**src/verilog/efpga_macros.svh**
```systemverilog
// sizes and constants shared by the efpga tcdm bridge
`ifndef EFPGA_MACROS_SVH
`define EFPGA_MACROS_SVH

`define EFPGA_N_PORTS   4        // fabric tcdm ports
`define EFPGA_N_EVENTS  16       // fabric event lines
`define EFPGA_OFF_W     20       // fabric address offset
`define EFPGA_ADDR_W    32       // full l2 address
`define EFPGA_DATA_W    32
`define EFPGA_BE_W      4

`define EFPGA_L2_BASE   12'h1C0  // upper bits of the l2 window

`define EFPGA_BUF_DEPTH 4        // entries per port, also initial credits
`define EFPGA_TAG_DEPTH 8        // outstanding l2 requests

`define EFPGA_CTRL_W    32       // sideband control word

`endif
```
**src/verilog/sideband_pkg.sv**
```systemverilog
// types for control word, event vector and port selection
`include "efpga_macros.svh"

package sideband_pkg;

  typedef logic [`EFPGA_CTRL_W-1:0] ctrl_word_t;

  typedef logic [`EFPGA_N_EVENTS-1:0] event_vec_t;  // one bit per event line

  // index of a fabric port
  typedef logic [$clog2(`EFPGA_N_PORTS)-1:0] port_idx_t;

  typedef logic [`EFPGA_N_PORTS-1:0] port_mask_t;  // one bit per port

endpackage

```
**src/verilog/tcdm_pkg.sv**
```systemverilog
// bus vector types
// request structs of the fabric side and the l2 side
`include "efpga_macros.svh"

package tcdm_pkg;

  typedef logic [`EFPGA_OFF_W-1:0]  addr_off_t;  // fabric offset
  typedef logic [`EFPGA_ADDR_W-1:0] l2_addr_t;   // base window plus offset
  typedef logic [`EFPGA_DATA_W-1:0] data_t;
  typedef logic [`EFPGA_BE_W-1:0]   be_t;

  // request as issued by a fabric port
  typedef struct packed {
    logic      wen;     // high for read
    addr_off_t offset;
    be_t       be;
    data_t     wdata;
  } fab_req_t;

  // request as presented on the l2 bus
  typedef struct packed {
    logic     wen;      // high for read
    l2_addr_t addr;
    be_t      be;
    data_t    wdata;
  } l2_req_t;

endpackage

```
**src/verilog/efpga_tcdm_bridge.sv**
```systemverilog
// top level of the efpga to l2 bridge
// request gate, port buffers, l2 arbiter and sideband sync
`timescale 1ns/1ns
`include "efpga_macros.svh"

module efpga_tcdm_bridge
  import tcdm_pkg::*;
  import sideband_pkg::*;
(
  input  logic                          asic_clk_i,
  input  logic                          rst_n,
  input  port_mask_t                    port_en_i,
  input  port_mask_t                    fab_req_valid_i,
  input  fab_req_t [`EFPGA_N_PORTS-1:0] fab_req_i,
  output port_mask_t                    fab_credit_o,
  output port_mask_t                    fab_rsp_valid_o,
  output data_t                         fab_rdata_o,
  output logic                          l2_req_o,
  output l2_req_t                       l2_req_data_o,
  input  logic                          l2_gnt_i,
  input  logic                          l2_rvalid_i,
  input  data_t                         l2_rdata_i,
  input  ctrl_word_t                    control_i,
  output ctrl_word_t                    control_o,
  input  logic                          events_en_i,
  input  event_vec_t                    event_i,
  output event_vec_t                    event_o
);

  port_mask_t                    buf_valid;
  l2_req_t  [`EFPGA_N_PORTS-1:0] buf_req;
  port_mask_t                    buf_pop;
  wire port_mask_t               buf_credit;     // one bit per buffer instance
  wire port_mask_t               buf_not_empty;
  wire l2_req_t [`EFPGA_N_PORTS-1:0] buf_head;

  efpga_req_gate req_gate_i (
    .asic_clk_i   (asic_clk_i),
    .rst_n        (rst_n),
    .port_en_i    (port_en_i),
    .fab_valid_i  (fab_req_valid_i),
    .fab_req_i    (fab_req_i),
    .buf_valid_o  (buf_valid),
    .buf_req_o    (buf_req),
    .buf_credit_i (buf_credit),
    .fab_credit_o (fab_credit_o)
  );

  for (genvar p = 0; p < `EFPGA_N_PORTS; p++) begin : g_port_buf
    tcdm_port_buffer port_buffer_i (
      .asic_clk_i  (asic_clk_i),
      .rst_n       (rst_n),
      .push_i      (buf_valid[p]),
      .push_req_i  (buf_req[p]),
      .pop_i       (buf_pop[p]),
      .not_empty_o (buf_not_empty[p]),
      .head_o      (buf_head[p]),
      .credit_o    (buf_credit[p])
    );
  end

  l2_port_arbiter l2_arbiter_i (
    .asic_clk_i    (asic_clk_i),
    .rst_n         (rst_n),
    .not_empty_i   (buf_not_empty),
    .head_i        (buf_head),
    .pop_o         (buf_pop),
    .l2_req_o      (l2_req_o),
    .l2_req_data_o (l2_req_data_o),
    .l2_gnt_i      (l2_gnt_i),
    .l2_rvalid_i   (l2_rvalid_i),
    .l2_rdata_i    (l2_rdata_i),
    .rsp_valid_o   (fab_rsp_valid_o),
    .rsp_rdata_o   (fab_rdata_o)
  );

  control_event_sync sideband_sync_i (
    .asic_clk_i  (asic_clk_i),
    .rst_n       (rst_n),
    .control_i   (control_i),
    .control_o   (control_o),
    .events_en_i (events_en_i),
    .event_i     (event_i),
    .event_o     (event_o)
  );

endmodule

```
**src/verilog/control_event_sync.sv**
```systemverilog
// stability filter for the control word
// event gating and rising edge pulses
`timescale 1ns/1ns
`include "efpga_macros.svh"

module control_event_sync
  import sideband_pkg::*;
(
  input  logic       asic_clk_i,
  input  logic       rst_n,
  input  ctrl_word_t control_i,
  output ctrl_word_t control_o,
  input  logic       events_en_i,
  input  event_vec_t event_i,
  output event_vec_t event_o
);

  ctrl_word_t ctrl_d1_q;
  ctrl_word_t ctrl_d2_q;
  logic       ctrl_stable_q;   // three equal samples seen
  event_vec_t event_gated;
  event_vec_t ev_s1_q;
  event_vec_t ev_s2_q;
  event_vec_t ev_prev_q;

  assign event_gated = event_i & {`EFPGA_N_EVENTS{events_en_i}};

  always_ff @(posedge asic_clk_i or negedge rst_n) begin
    if (!rst_n) begin
      ctrl_d1_q     <= '0;
      ctrl_d2_q     <= '0;
      ctrl_stable_q <= 1'b0;
      control_o     <= '0;
    end else begin
      ctrl_d1_q     <= control_i;
      ctrl_d2_q     <= ctrl_d1_q;
      ctrl_stable_q <= (ctrl_d1_q == control_i) && (ctrl_d2_q == control_i);
      if (ctrl_stable_q) control_o <= ctrl_d1_q;  // d1 still holds the filtered value
    end
  end

  always_ff @(posedge asic_clk_i or negedge rst_n) begin
    if (!rst_n) begin
      ev_s1_q   <= '0;
      ev_s2_q   <= '0;
      ev_prev_q <= '0;
      event_o   <= '0;
    end else begin
      ev_s1_q   <= event_gated;
      ev_s2_q   <= ev_s1_q;
      ev_prev_q <= ev_s2_q;
      event_o   <= ev_s2_q & ~ev_prev_q;  // rising edge only
    end
  end

endmodule

```
**src/verilog/l2_port_arbiter.sv**
```systemverilog
// round-robin merge of the port buffers onto one l2 master
// tag FIFO routes read data back to the issuing port
`timescale 1ns/1ns
`include "efpga_macros.svh"

module l2_port_arbiter
  import tcdm_pkg::*;
  import sideband_pkg::*;
(
  input  logic                          asic_clk_i,
  input  logic                          rst_n,
  input  port_mask_t                    not_empty_i,
  input  l2_req_t  [`EFPGA_N_PORTS-1:0] head_i,
  output port_mask_t                    pop_o,
  output logic                          l2_req_o,
  output l2_req_t                       l2_req_data_o,
  input  logic                          l2_gnt_i,
  input  logic                          l2_rvalid_i,
  input  data_t                         l2_rdata_i,
  output port_mask_t                    rsp_valid_o,
  output data_t                         rsp_rdata_o
);

  localparam int TPTR_W = $clog2(`EFPGA_TAG_DEPTH);
  localparam int TCNT_W = $clog2(`EFPGA_TAG_DEPTH + 1);

  // what a response needs to find its way back
  typedef struct packed {
    port_idx_t port;
    logic      wen;
  } tag_t;

  port_idx_t         rr_q;         // last port served
  port_idx_t         sel;
  port_idx_t         cand;
  logic              any;
  logic              req_valid_q;
  l2_req_t           req_q;
  port_idx_t         req_port_q;
  logic              hs;
  logic              slot_free;
  logic              room;
  logic              load;
  tag_t              tag_mem_q [`EFPGA_TAG_DEPTH];
  tag_t              tag_head;
  logic [TPTR_W-1:0] tag_wr_q;
  logic [TPTR_W-1:0] tag_rd_q;
  logic [TCNT_W-1:0] tag_cnt_q;

  // first non-empty port after the last one served
  always_comb begin
    sel  = rr_q;
    cand = rr_q;
    any  = 1'b0;
    for (int i = 1; i <= `EFPGA_N_PORTS; i++) begin
      cand = port_idx_t'((int'(rr_q) + i) % `EFPGA_N_PORTS);
      if (!any && not_empty_i[cand]) begin
        sel = cand;
        any = 1'b1;
      end
    end
  end

  assign hs        = req_valid_q & l2_gnt_i;
  assign slot_free = ~req_valid_q | hs;
  // a tag slot must exist for the held request and the new one
  assign room      = (tag_cnt_q + TCNT_W'(req_valid_q)) < TCNT_W'(`EFPGA_TAG_DEPTH);
  assign load      = any & slot_free & room;

  always_comb begin
    pop_o = '0;
    if (load) pop_o[sel] = 1'b1;
  end

  assign l2_req_o      = req_valid_q;
  assign l2_req_data_o = req_q;
  assign tag_head      = tag_mem_q[tag_rd_q];

  always_ff @(posedge asic_clk_i or negedge rst_n) begin
    if (!rst_n) begin
      req_valid_q <= 1'b0;
      rr_q        <= '0;
    end else if (load) begin
      req_valid_q <= 1'b1;
      rr_q        <= sel;
    end else if (hs) begin
      req_valid_q <= 1'b0;
    end
  end

  // output register held until grant
  always_ff @(posedge asic_clk_i) begin
    if (load) begin
      req_q      <= head_i[sel];
      req_port_q <= sel;
    end
    if (hs) tag_mem_q[tag_wr_q] <= '{port: req_port_q, wen: req_q.wen};
    if (l2_rvalid_i) rsp_rdata_o <= l2_rdata_i;
  end

  always_ff @(posedge asic_clk_i or negedge rst_n) begin
    if (!rst_n) begin
      tag_wr_q    <= '0;
      tag_rd_q    <= '0;
      tag_cnt_q   <= '0;
      rsp_valid_o <= '0;
    end else begin
      if (hs) tag_wr_q <= tag_wr_q + 1'b1;
      if (l2_rvalid_i) tag_rd_q <= tag_rd_q + 1'b1;  // responses come back in order
      tag_cnt_q   <= tag_cnt_q + TCNT_W'(hs) - TCNT_W'(l2_rvalid_i);
      rsp_valid_o <= '0;
      if (l2_rvalid_i && tag_head.wen) rsp_valid_o[tag_head.port] <= 1'b1;  // reads only
    end
  end

endmodule

```
**src/verilog/tcdm_port_buffer.sv**
```systemverilog
// request FIFO of one fabric port
// returns a credit pulse for every released entry
`timescale 1ns/1ns
`include "efpga_macros.svh"

module tcdm_port_buffer
  import tcdm_pkg::*;
(
  input  logic    asic_clk_i,
  input  logic    rst_n,
  input  logic    push_i,
  input  l2_req_t push_req_i,
  input  logic    pop_i,
  output logic    not_empty_o,
  output l2_req_t head_o,
  output logic    credit_o
);

  localparam int PTR_W = $clog2(`EFPGA_BUF_DEPTH);
  localparam int CNT_W = $clog2(`EFPGA_BUF_DEPTH + 1);

  typedef logic [PTR_W-1:0] ptr_t;
  typedef logic [CNT_W-1:0] cnt_t;

  l2_req_t mem_q [`EFPGA_BUF_DEPTH];
  ptr_t    wr_ptr_q;
  ptr_t    rd_ptr_q;
  cnt_t    count_q;
  logic    do_pop;

  assign not_empty_o = count_q != '0;
  assign head_o      = mem_q[rd_ptr_q];
  assign do_pop      = pop_i & not_empty_o;  // ignore pop on empty

  // no overflow check, the credit loop bounds the fill level
  always_ff @(posedge asic_clk_i) begin
    if (push_i) mem_q[wr_ptr_q] <= push_req_i;
  end

  always_ff @(posedge asic_clk_i or negedge rst_n) begin
    if (!rst_n) begin
      wr_ptr_q <= '0;
      rd_ptr_q <= '0;
      count_q  <= '0;
      credit_o <= 1'b0;
    end else begin
      if (push_i) wr_ptr_q <= wr_ptr_q + 1'b1;
      if (do_pop) rd_ptr_q <= rd_ptr_q + 1'b1;
      count_q  <= count_q + cnt_t'(push_i) - cnt_t'(do_pop);
      credit_o <= do_pop;  // one credit per released entry
    end
  end

endmodule

```
**src/verilog/efpga_req_gate.sv**
```systemverilog
// fabric request intake with per-port enable
// builds l2 addresses and merges credit returns
`timescale 1ns/1ns
`include "efpga_macros.svh"

module efpga_req_gate
  import tcdm_pkg::*;
  import sideband_pkg::*;
(
  input  logic                          asic_clk_i,
  input  logic                          rst_n,
  input  port_mask_t                    port_en_i,
  input  port_mask_t                    fab_valid_i,
  input  fab_req_t [`EFPGA_N_PORTS-1:0] fab_req_i,
  output port_mask_t                    buf_valid_o,
  output l2_req_t  [`EFPGA_N_PORTS-1:0] buf_req_o,
  input  port_mask_t                    buf_credit_i,
  output port_mask_t                    fab_credit_o
);

  localparam int OWED_W = $clog2(`EFPGA_BUF_DEPTH + 1);

  typedef logic [OWED_W-1:0] owed_cnt_t;

  port_mask_t drop;                          // request on a disabled port
  port_mask_t owed_nz;                       // drop credit waiting
  port_mask_t owed_out;                      // drop credit sent this cycle
  owed_cnt_t  owed_q [`EFPGA_N_PORTS];

  assign drop = fab_valid_i & ~port_en_i;

  always_comb begin
    for (int p = 0; p < `EFPGA_N_PORTS; p++) begin
      owed_nz[p]  = owed_q[p] != '0;
      owed_out[p] = owed_nz[p] & ~buf_credit_i[p];  // buffer credit wins the slot
    end
  end

  assign fab_credit_o = buf_credit_i | owed_nz;

  always_ff @(posedge asic_clk_i or negedge rst_n) begin
    if (!rst_n) begin
      buf_valid_o <= '0;
      for (int p = 0; p < `EFPGA_N_PORTS; p++) owed_q[p] <= '0;
    end else begin
      buf_valid_o <= fab_valid_i & port_en_i;
      for (int p = 0; p < `EFPGA_N_PORTS; p++) begin
        owed_q[p] <= owed_q[p] + owed_cnt_t'(drop[p]) - owed_cnt_t'(owed_out[p]);
      end
    end
  end

  // request payload, l2 window prepended
  always_ff @(posedge asic_clk_i) begin
    for (int p = 0; p < `EFPGA_N_PORTS; p++) begin
      if (fab_valid_i[p] && port_en_i[p]) begin
        buf_req_o[p].wen   <= fab_req_i[p].wen;
        buf_req_o[p].addr  <= {`EFPGA_L2_BASE, fab_req_i[p].offset};
        buf_req_o[p].be    <= fab_req_i[p].be;
        buf_req_o[p].wdata <= fab_req_i[p].wdata;
      end
    end
  end

endmodule

```
**config.mk**
```make
export PLATFORM = sky130hd
export DESIGN_NAME = efpga_tcdm_bridge
export DESIGN_NICKNAME = d
export VERILOG_FILES = /design/src/verilog/sideband_pkg.sv /design/src/verilog/tcdm_pkg.sv /design/src/verilog/efpga_tcdm_bridge.sv /design/src/verilog/control_event_sync.sv /design/src/verilog/l2_port_arbiter.sv /design/src/verilog/tcdm_port_buffer.sv /design/src/verilog/efpga_req_gate.sv
export VERILOG_INCLUDE_DIRS = /design/src /design/src/verilog
export SDC_FILE = /design/constraint.sdc
export NUM_CORES = 1
export LEC_CHECK = 0
export BUFFER_PORTS_ARGS = -buffer_cell sky130_fd_sc_hd__buf_2
export CAP_MARGIN = 25
export CORE_ASPECT_RATIO = 1.1
export CORE_MARGIN = 5
export CORE_UTILIZATION = 59
export DETAILED_ROUTE_END_ITERATION = 12
export PLACE_DENSITY = 0.79
export SLEW_MARGIN = 25
export SYNTH_ARGS = -nofsm -noshare
export SYNTH_HDL_FRONTEND = slang
export SYNTH_SLANG_ARGS = --single-unit
```
**constraint.sdc**
```tcl
create_clock -name asic_clk_i -period 5.4 [get_ports asic_clk_i]
set_input_delay 0.54 -clock asic_clk_i [delete_from_list [all_inputs] [get_ports asic_clk_i]]
set_output_delay 0.54 -clock asic_clk_i [all_outputs]
set_load 0.02 [all_outputs]
```
# --- After elaboration in Yosys (flattened, before gate mapping) ---
# Memory sizes are Yosys's and may differ from the RTL's.
# Cells that the tools add are included.
totals:
  input_bits: 321
  n_memories: 5
  mem_bits_rw: 936
  out_inout_bits: 158
  word_cells: 189
  ff_bits: 557
op_classes:
  bitwise_logic: 24
  eq_ne: 2
  magnitude_cmp: 9
  mux: 36
  addsub: 33
  n_reduce_logical: 23
memory_table:
  columns: ["memory", "words", "word_bits", "rd", "rd_ports_with_merged_regs", "write_ports", "line", "source"]
  rows:
  - ["g_port_buf[0].port_buffer_i.mem_q", 4, 57, 1, 0, 1, "tcdm_port_buffer.sv:25", "l2_req_t mem_q [`EFPGA_BUF_DEPTH];"]
  - ["g_port_buf[1].port_buffer_i.mem_q", 4, 57, 1, 0, 1, "tcdm_port_buffer.sv:25", null]
  - ["g_port_buf[2].port_buffer_i.mem_q", 4, 57, 1, 0, 1, "tcdm_port_buffer.sv:25", null]
  - ["g_port_buf[3].port_buffer_i.mem_q", 4, 57, 1, 0, 1, "tcdm_port_buffer.sv:25", null]
  - ["l2_arbiter_i.tag_mem_q", 8, 3, 1, 0, 1, "l2_port_arbiter.sv:44", "tag_t tag_mem_q [`EFPGA_TAG_DEPTH];"]
ops:
  columns: ["op", "count"]
  rows:
  - ["binary-select mux 69 bit (select 2 bit)", 1]
  - ["2-to-1 mux 69 bit", 1]
  - ["equality test 32 bit", 2]
  - ["bitwise AND 16 bit", 2]
  - ["adder 3 x 1 -> 3 bit", 8]
  - ["nonzero test 3 bit", 8]
  - ["subtractor 3 x 1 -> 3 bit", 8]
  - ["2-to-1 mux 1 bit", 22]
  - ["adder 2 x 1 -> 2 bit, second input constant", 10]
  - ["less-than comparator 2 x 3 -> 1 bit, second input constant", 6]
  - ["NOT 16 bit", 1]
  - ["bitwise AND 1 bit", 11]
  - ["logical AND 1 bit", 11]
  - ["adder 4 x 1 -> 4 bit", 2]
  - ["bitwise AND 4 bit", 2]
  - ["binary-select mux 1 bit (select 2 bit)", 4]
  - ["2-to-1 mux 2 bit", 4]
  - ["2-to-1 mux 4 bit", 2]
  - ["adder 3 x 1 -> 3 bit, second input constant", 2]
  - ["NOT 1 bit", 5]
  - ["adder 2 bit, second input constant", 2]
  - ["demux 1 bit (select 2 bit)", 2]
  - ["greater-or-equal comparator 2 x 1 -> 1 bit, second input constant", 2]
  - ["less-than comparator 4 bit, second input constant", 1]
  - ["other kinds (6)", 8]

# --- Logic depth before layout (Yosys ltp) ---
depth:
  depth_word: 20
  mapped_depth: 14
  depth_no_buf: 12

# --- Modules after synthesis ---
# Synthesis repeated with hierarchy kept, for this count alone.
hier_totals:
  hier_cells: 3010
  area_unflattened_um2: 63395.8
modules_own_cells:
  columns: ["module", "seq_area_each_um2", "cells_each", "instances", "area_per_inst_um2"]
  rows:
  - ["tcdm_port_buffer", 8488.1, 396, 4, 10455.0]
  - ["l2_port_arbiter", 4239.1, 761, 1, 8310.5]
  - ["efpga_req_gate", 7247.0, 350, 1, 8035.2]
  - ["control_event_sync", 4028.9, 315, 1, 5230.0]

# --- Least setup slack after synthesis ---
# OpenSTA, ideal clock, no wires.
synth_path:
  path_type: "reg-to-reg"
  start: "register l2_arbiter_i.tag_cnt_q[1]"
  end: "register g_port_buf[2].port_buffer_i.count_q[2]"
  synth_period_minus_slack_ns: 4.534
  stages_incl_launch_ff: 14
  setup_ns: 0.123
  required_ns: 5.277
  n_path_buf: 1
  path_slack_ns: 0.866
  arrival_time_ns: 4.412
  cell_sequence: "dfrtp_1 > ha_1 > a21o_1 > a21oi_1 > o32a_1 > buf_1 > nand3_1 > inv_1 > ha_1 > inv_1 > ha_1 > fa_1 > xnor2_1 > xnor2_1"
synth_via:
  elab_chain_cells: 6
synth_lines:
  columns: ["item", "line", "source"]
  rows:
  - ["start, declared", "l2_port_arbiter.sv:48", "logic [TCNT_W-1:0] tag_cnt_q;"]
  - ["start signal, assigned", "l2_port_arbiter.sv:110", "tag_cnt_q <= tag_cnt_q + TCNT_W'(hs) - TCNT_W'(l2_rvalid_i);"]
  - ["adder 4 x 1 -> 4 bit", "l2_port_arbiter.sv:67", "assign room = (tag_cnt_q + TCNT_W'(req_valid_q)) < TCNT_W'(`EFPGA_TAG_DEPTH);"]
  - ["less-than comparator 4 bit", "l2_port_arbiter.sv:67", null]
  - ["bitwise AND 1 bit", "l2_port_arbiter.sv:68", "assign load = any & slot_free & room;"]
  - ["net l2_arbiter_i.load", "l2_port_arbiter.sv:43", "logic load;"]
  - ["2-to-1 mux 4 bit", "l2_port_arbiter.sv:72", "if (load) pop_o[sel] = 1'b1;"]
  - ["bitwise AND 1 bit", "tcdm_port_buffer.sv:33", "assign do_pop = pop_i & not_empty_o;"]
  - ["net g_port_buf[2].port_buffer_i.do_pop", "tcdm_port_buffer.sv:29", "logic do_pop;"]
  - ["subtractor 3 x 1 -> 3 bit", "tcdm_port_buffer.sv:49", "count_q <= count_q + cnt_t'(push_i) - cnt_t'(do_pop);"]
  - ["end signal, assigned", "tcdm_port_buffer.sv:49", null]
  - ["end, declared", "tcdm_port_buffer.sv:28", "cnt_t count_q;"]
# The timed path passes the listed nets, and every way through them passes these cells.
# A chain may end at the register's enable or synchronous reset.

# --- Worst setup path in the final report ---
layout_path:
  start: "register g_port_buf[3].port_buffer_i.count_q[1]"
  end: "register g_port_buf[3].port_buffer_i.count_q[2]"
layout_via:
  elab_chain_cells: 20
  word_cells_on_any_way: 34
  cone_classes: "add/sub (2); order compare (2); mux (19); bitwise (3); reduce/logical (8)"
layout_lines:
  columns: ["item", "line", "source"]
  rows:
  - ["start, declared", "tcdm_port_buffer.sv:28", null]
  - ["start signal, assigned", "tcdm_port_buffer.sv:49", null]
  - ["nonzero test 3 bit (*)", "tcdm_port_buffer.sv:31", "assign not_empty_o = count_q != '0;"]
  - ["binary-select mux 1 bit (select 2 bit)", "l2_port_arbiter.sv:57", "if (!any && not_empty_i[cand]) begin"]
  - ["2-to-1 mux 1 bit (not written as such)", "l2_port_arbiter.sv:57", null]
  - ["2-to-1 mux 1 bit", "l2_port_arbiter.sv:57", null]
  - ["logical NOT 1 bit", "l2_port_arbiter.sv:57", null]
  - ["logical AND 1 bit", "l2_port_arbiter.sv:57", null]
  - ["2-to-1 mux 1 bit", "l2_port_arbiter.sv:57", null]
  - ["logical NOT 1 bit", "l2_port_arbiter.sv:57", null]
  - ["[... 5 more ...]", null, null]
  - ["net l2_arbiter_i.sel[1]", "l2_port_arbiter.sv:34", "port_idx_t sel;"]
  - ["less-than comparator 2 x 3 -> 1 bit (not written as such) / greater-or-equal comparator 2 x 1 -> 1 bit (equally long branches)", "l2_port_arbiter.sv:72", null]
  - ["logical AND 1 bit (not written as such)", "l2_port_arbiter.sv:72", null]
  - ["2-to-1 mux 1 bit (not written as such)", "l2_port_arbiter.sv:72", null]
  - ["demux 1 bit (select 2 bit) (*)", null, null]
  - ["2-to-1 mux 4 bit (*)", "l2_port_arbiter.sv:72", null]
  - ["bitwise AND 1 bit (*)", "tcdm_port_buffer.sv:33", null]
  - ["net g_port_buf[3].port_buffer_i.do_pop", "tcdm_port_buffer.sv:29", null]
  - ["subtractor 3 x 1 -> 3 bit (*)", "tcdm_port_buffer.sv:49", null]
# Mark *: on every way through the listed nets, which the timed path passes. The rest lies on a longest branch. The select of a mux whose other input is x is not followed.

==> metrics.md <==
| Metric | Value |
|---|---|
| Run status | completed |
| Pin count of the biggest net entering global routing | 139 |
| Worst skew pair latency | 0.74 ns |
| Buf/Inv on CP | 3 |
| Critical-path top delay cell | or3_1 |
| Yosys reg bits | 1481 |
| Top Ports | 479 |
| Worst-Margin Slew | 1.05 ns |
| Max VDD drop | 0.000630 V |
| Dpl hpwl | 76300 µm |
| CP Class | flip-flop to flip-flop |
| Drt via density | 5.90 |
| RSZ-0062 raised after global routing | false |
| CP Data Required Time | 6.07 ns |
| Final Critical Period | 3.43 ns |
| Net load switching power | 10.3 mW |
| Reg power frac | 0.463 |
| Sw frac | 0.305 |
| CTS Hold Buffers Added | 263 |
| Critical-path cell list | or3_1, nor3_1, a21o_4, inv_2, and4_1, ha_1, inv_1, ha_1, inv_1, fa_1, xnor2_1, xnor2_1 |
| Number of max-cap violations | 0 |
| Vias in the first global route | 28744 |
| Worst slew margin | 0.300 |
| Setup TNS | 0 ns |
| CP endpoint kind | flip-flop |
| Critical-path maximum fanout | 19 |
| # nets final | 3567 |
| Clock sinks | 1481 |
| Yosys cell types | 42 |
| Syn. warnings | 0 |
| Pwr dens | 520 nW/µm² |
| Routed len/inst | 28.5 µm |
| Routability congestion estimate from global placement | 0.845 |
| Synth Flop Type | edfxtp_1 |
| Final Hold Fails | 0 |
| CTS tree | yes |
| Post-CTS sizing | 0 |
| Clk pwr share | 0.287 |
| Post-route DRC violation count | 0 |
| Mapped Avg Cell Area | 22.7 µm² |
| Final Setup Violations | 0 |
| Core ar. | 90900 µm² |
| Die Span Y | 327 µm |
| WP data arrival | 4.09 ns |
| Mapped Cells | 2374 |
| Cell Rows | 116 |
| Post-synth EDFFs | 1255 |
| Worst Clk Skew | 0.0317 ns |
| HP Class | input port to flip-flop |
| Full die area | 97500 µm² |
| DRT iter0 DRCs | 2396 |
| Root Buffer Master | clkbuf_16 |
| Share of post-route cells with drive strength above 1 | 0.304 |
| Final Instance Count excl. Fillers | 4490 |
| Comb pwr share | 0.250 |
| IO buf count | 466 |
| Pleak | 23.8 nW |
| Final WL | 128000 µm |
| Cell Int Power | 23.4 mW |
| CTS max path bufs | 3 |
| # H-tree levels | 4 |
| Setup bufs post-CTS | 0 |
| Clock Pin Slew Worst Setup and Hold Paths | 0.06 ns |
| Max stage delay on crit path | 0.51 ns |
| TritonCTS buffer count | 141 |
| Top delay family on crit path | simple AND/OR/NAND/NOR gates |
| Post-synth ARST share | 0.153 |
| Vias post-DR | 26492 |
| Syn Std Cell Area | 53900 µm² |
| Pins Over Slew Limit | 0 |
| Starting density of the core | 0.593 |
| Worst Setup Start Kind | flip-flop |
| Peak Freq | 292 MHz |
| Die width | 298 µm |
| Register area share after synthesis | 0.804 |
| DR pass1 iterations | 5 |
| Final global-route overflow total | 0 |
| First-pass GRT wire length | 188000 µm |
| GRT Util Overall | 0.265 |
| Final Cycle Share | 0.634 |
| Antenna violations before repair | 9 |
| Post-route ant nets | 0 |
| # placed instances | 3969 |
| Area grow syn2layout | 20.2% |
metrics by stage:
step | util | hold WS (ns) | setup WS [ns] | total power, mW | cell area, µm²
2_1_floorplan | - | 0.244 | 0.866 | 21.0 | 53900
3_3_place_gp | 0.633 | 0.333 | 2.20 | 23.5 | 57500
3_5_place_dp | 0.633 | 0.336 | 1.97 | 23.9 | 57500
4_1_cts | 0.712 | 0.00284 | 1.97 | 33.8 | 64700
5_1_grt | 0.713 | 0.00662 | 1.75 | 34.9 | 64800
6_report | 0.713 | 0.0335 | 1.97 | 33.7 | 64800
per-layer routing:
| metal | vias to the layer above | routed length [µm] | track usage |
|---|---|---|---|
| met5 | - | 27 | 0 |
| met4 | 4 | 5270 | 0.0983 |
| met3 | 252 | 10400 | 0.0614 |
| met2 | 1251 | 68700 | 0.466 |
| met1 | 13863 | 43800 | 0.325 |
| li1 | 11122 | - | - |
logic make-up (layout without fill, tap and decap cells):
kind of cell | count (synthesis) | count (layout) | synth area share
muxes | 443 | 443 | 0.137
and+or+nand+nor | 156 | 156 | 0.0166
DFF | 1481 | 1481 | 0.804
buffers and inverters | 141 | 1064 | 0.0132
adders and majority gates | 48 | 48 | 0.0124
other | 2 | 15 | 0.000139
AOI/OAI and AO/OA | 23 | 23 | 0.00276
xor gates and xnor gates | 80 | 80 | 0.0130
power groups by stage:
stage	logic [mW]	registers (mW)	clock network (mW)
after floorplan	5.79	15.3	0
after global placement	7.79	15.7	0
after detailed placement	8.07	15.9	0
after CTS	8.39	15.7	9.74
after global routing	8.87	15.8	10.3
final	8.44	15.6	9.66
area by class of cell:
type	instances	area (µm²)
diodes	3	7.51
clock buffers	175	3770
clock inverters	77	762
fillers	5098	26100
inverters	47	176
multi-input cells	762	9900
flip-flops and latches	1481	43400
well taps	1180	1480
repair buffers	765	5320
cells in the final DEF, fill, tap and decap left out, drive strengths merged, types with 12 or more instances in the layout:
master / n
inv: 53
mux2: 36
nand2: 13
nor2: 17
conb: 12
xor2: 41
edfxtp: 1255
buf: 502
nor3: 18
nor2b: 19
ha: 39
dlygate4sd3: 263
xnor2: 39
mux4: 234
and2: 37
clkbuf: 175
clkinv: 61
mux2i: 173
dfrtp: 226
Yosys cell counts, types with 9 or more instances:
master	count	area, µm²
xor2_1	41	359
inv_1	45	169
and3_1	9	56.3
nor4_1	9	56.3
nand4_1	9	56.3
and2_1	37	231
nor2_1	17	63.8
nand2b_1	11	68.8
dfrtp_1	226	5660
nor2b_1	19	119
edfxtp_1	1255	37700
clkbuf_1	44	165
fa_1	9	180
mux2_2	36	405
nand2_1	13	48.8
buf_2	14	70.1
ha_1	39	488
buf_4	22	165
mux4_2	234	5270
mux2i_1	173	1730
nor3_1	18	90.1
xnor2_1	39	342
flip-flops by register name, indices dropped and copies added, names as in the netlist, 2 cells and up:
name,cells
sideband_sync_i.ctrl_d2_q,32
g_port_buf.port_buffer_i.wr_ptr_q,8
l2_arbiter_i.tag_cnt_q,4
sideband_sync_i.control_o,32
l2_arbiter_i.rsp_rdata_o,32
l2_arbiter_i.rr_q,2
sideband_sync_i.ctrl_d1_q,32
l2_arbiter_i.l2_req_data_o,57
sideband_sync_i.ev_s2_q,16
g_port_buf.port_buffer_i.credit_o,4
l2_arbiter_i.tag_mem_q,24
g_port_buf.port_buffer_i.mem_q,912
l2_arbiter_i.req_port_q,2
sideband_sync_i.event_o,16
req_gate_i.buf_req_o,228
req_gate_i.owed_q,12
g_port_buf.port_buffer_i.rd_ptr_q,8
req_gate_i.buf_valid_o,4
l2_arbiter_i.tag_wr_q,3
g_port_buf.port_buffer_i.count_q,12
l2_arbiter_i.tag_rd_q,3
sideband_sync_i.ev_prev_q,16
l2_arbiter_i.rsp_valid_o,4
sideband_sync_i.ev_s1_q,16
path summary, 6_finish.rpt:
path / from / to / slack, ns / cells after the start
max: g_port_buf[3].port_buffer_i.count_q[1] / g_port_buf[3].port_buffer_i.count_q[2] / 1.97 / 12
max reg2reg: g_port_buf[3].port_buffer_i.count_q[1] / g_port_buf[3].port_buffer_i.count_q[2] / 1.97 / 12
max in group asynchronous: rst_n / g_port_buf[0].port_buffer_i.rd_ptr_q[0] / 3.91 / 3
min reg2reg: sideband_sync_i.ev_s1_q[5] / sideband_sync_i.ev_s2_q[5] / 0.34 / 0
min: fab_req_i[193] / req_gate_i.buf_req_o[229] / 0.03 / 1
min in group asynchronous: rst_n / sideband_sync_i.control_o[5] / 0.32 / 2
Note: power is estimated with default switching activity, not from simulation.
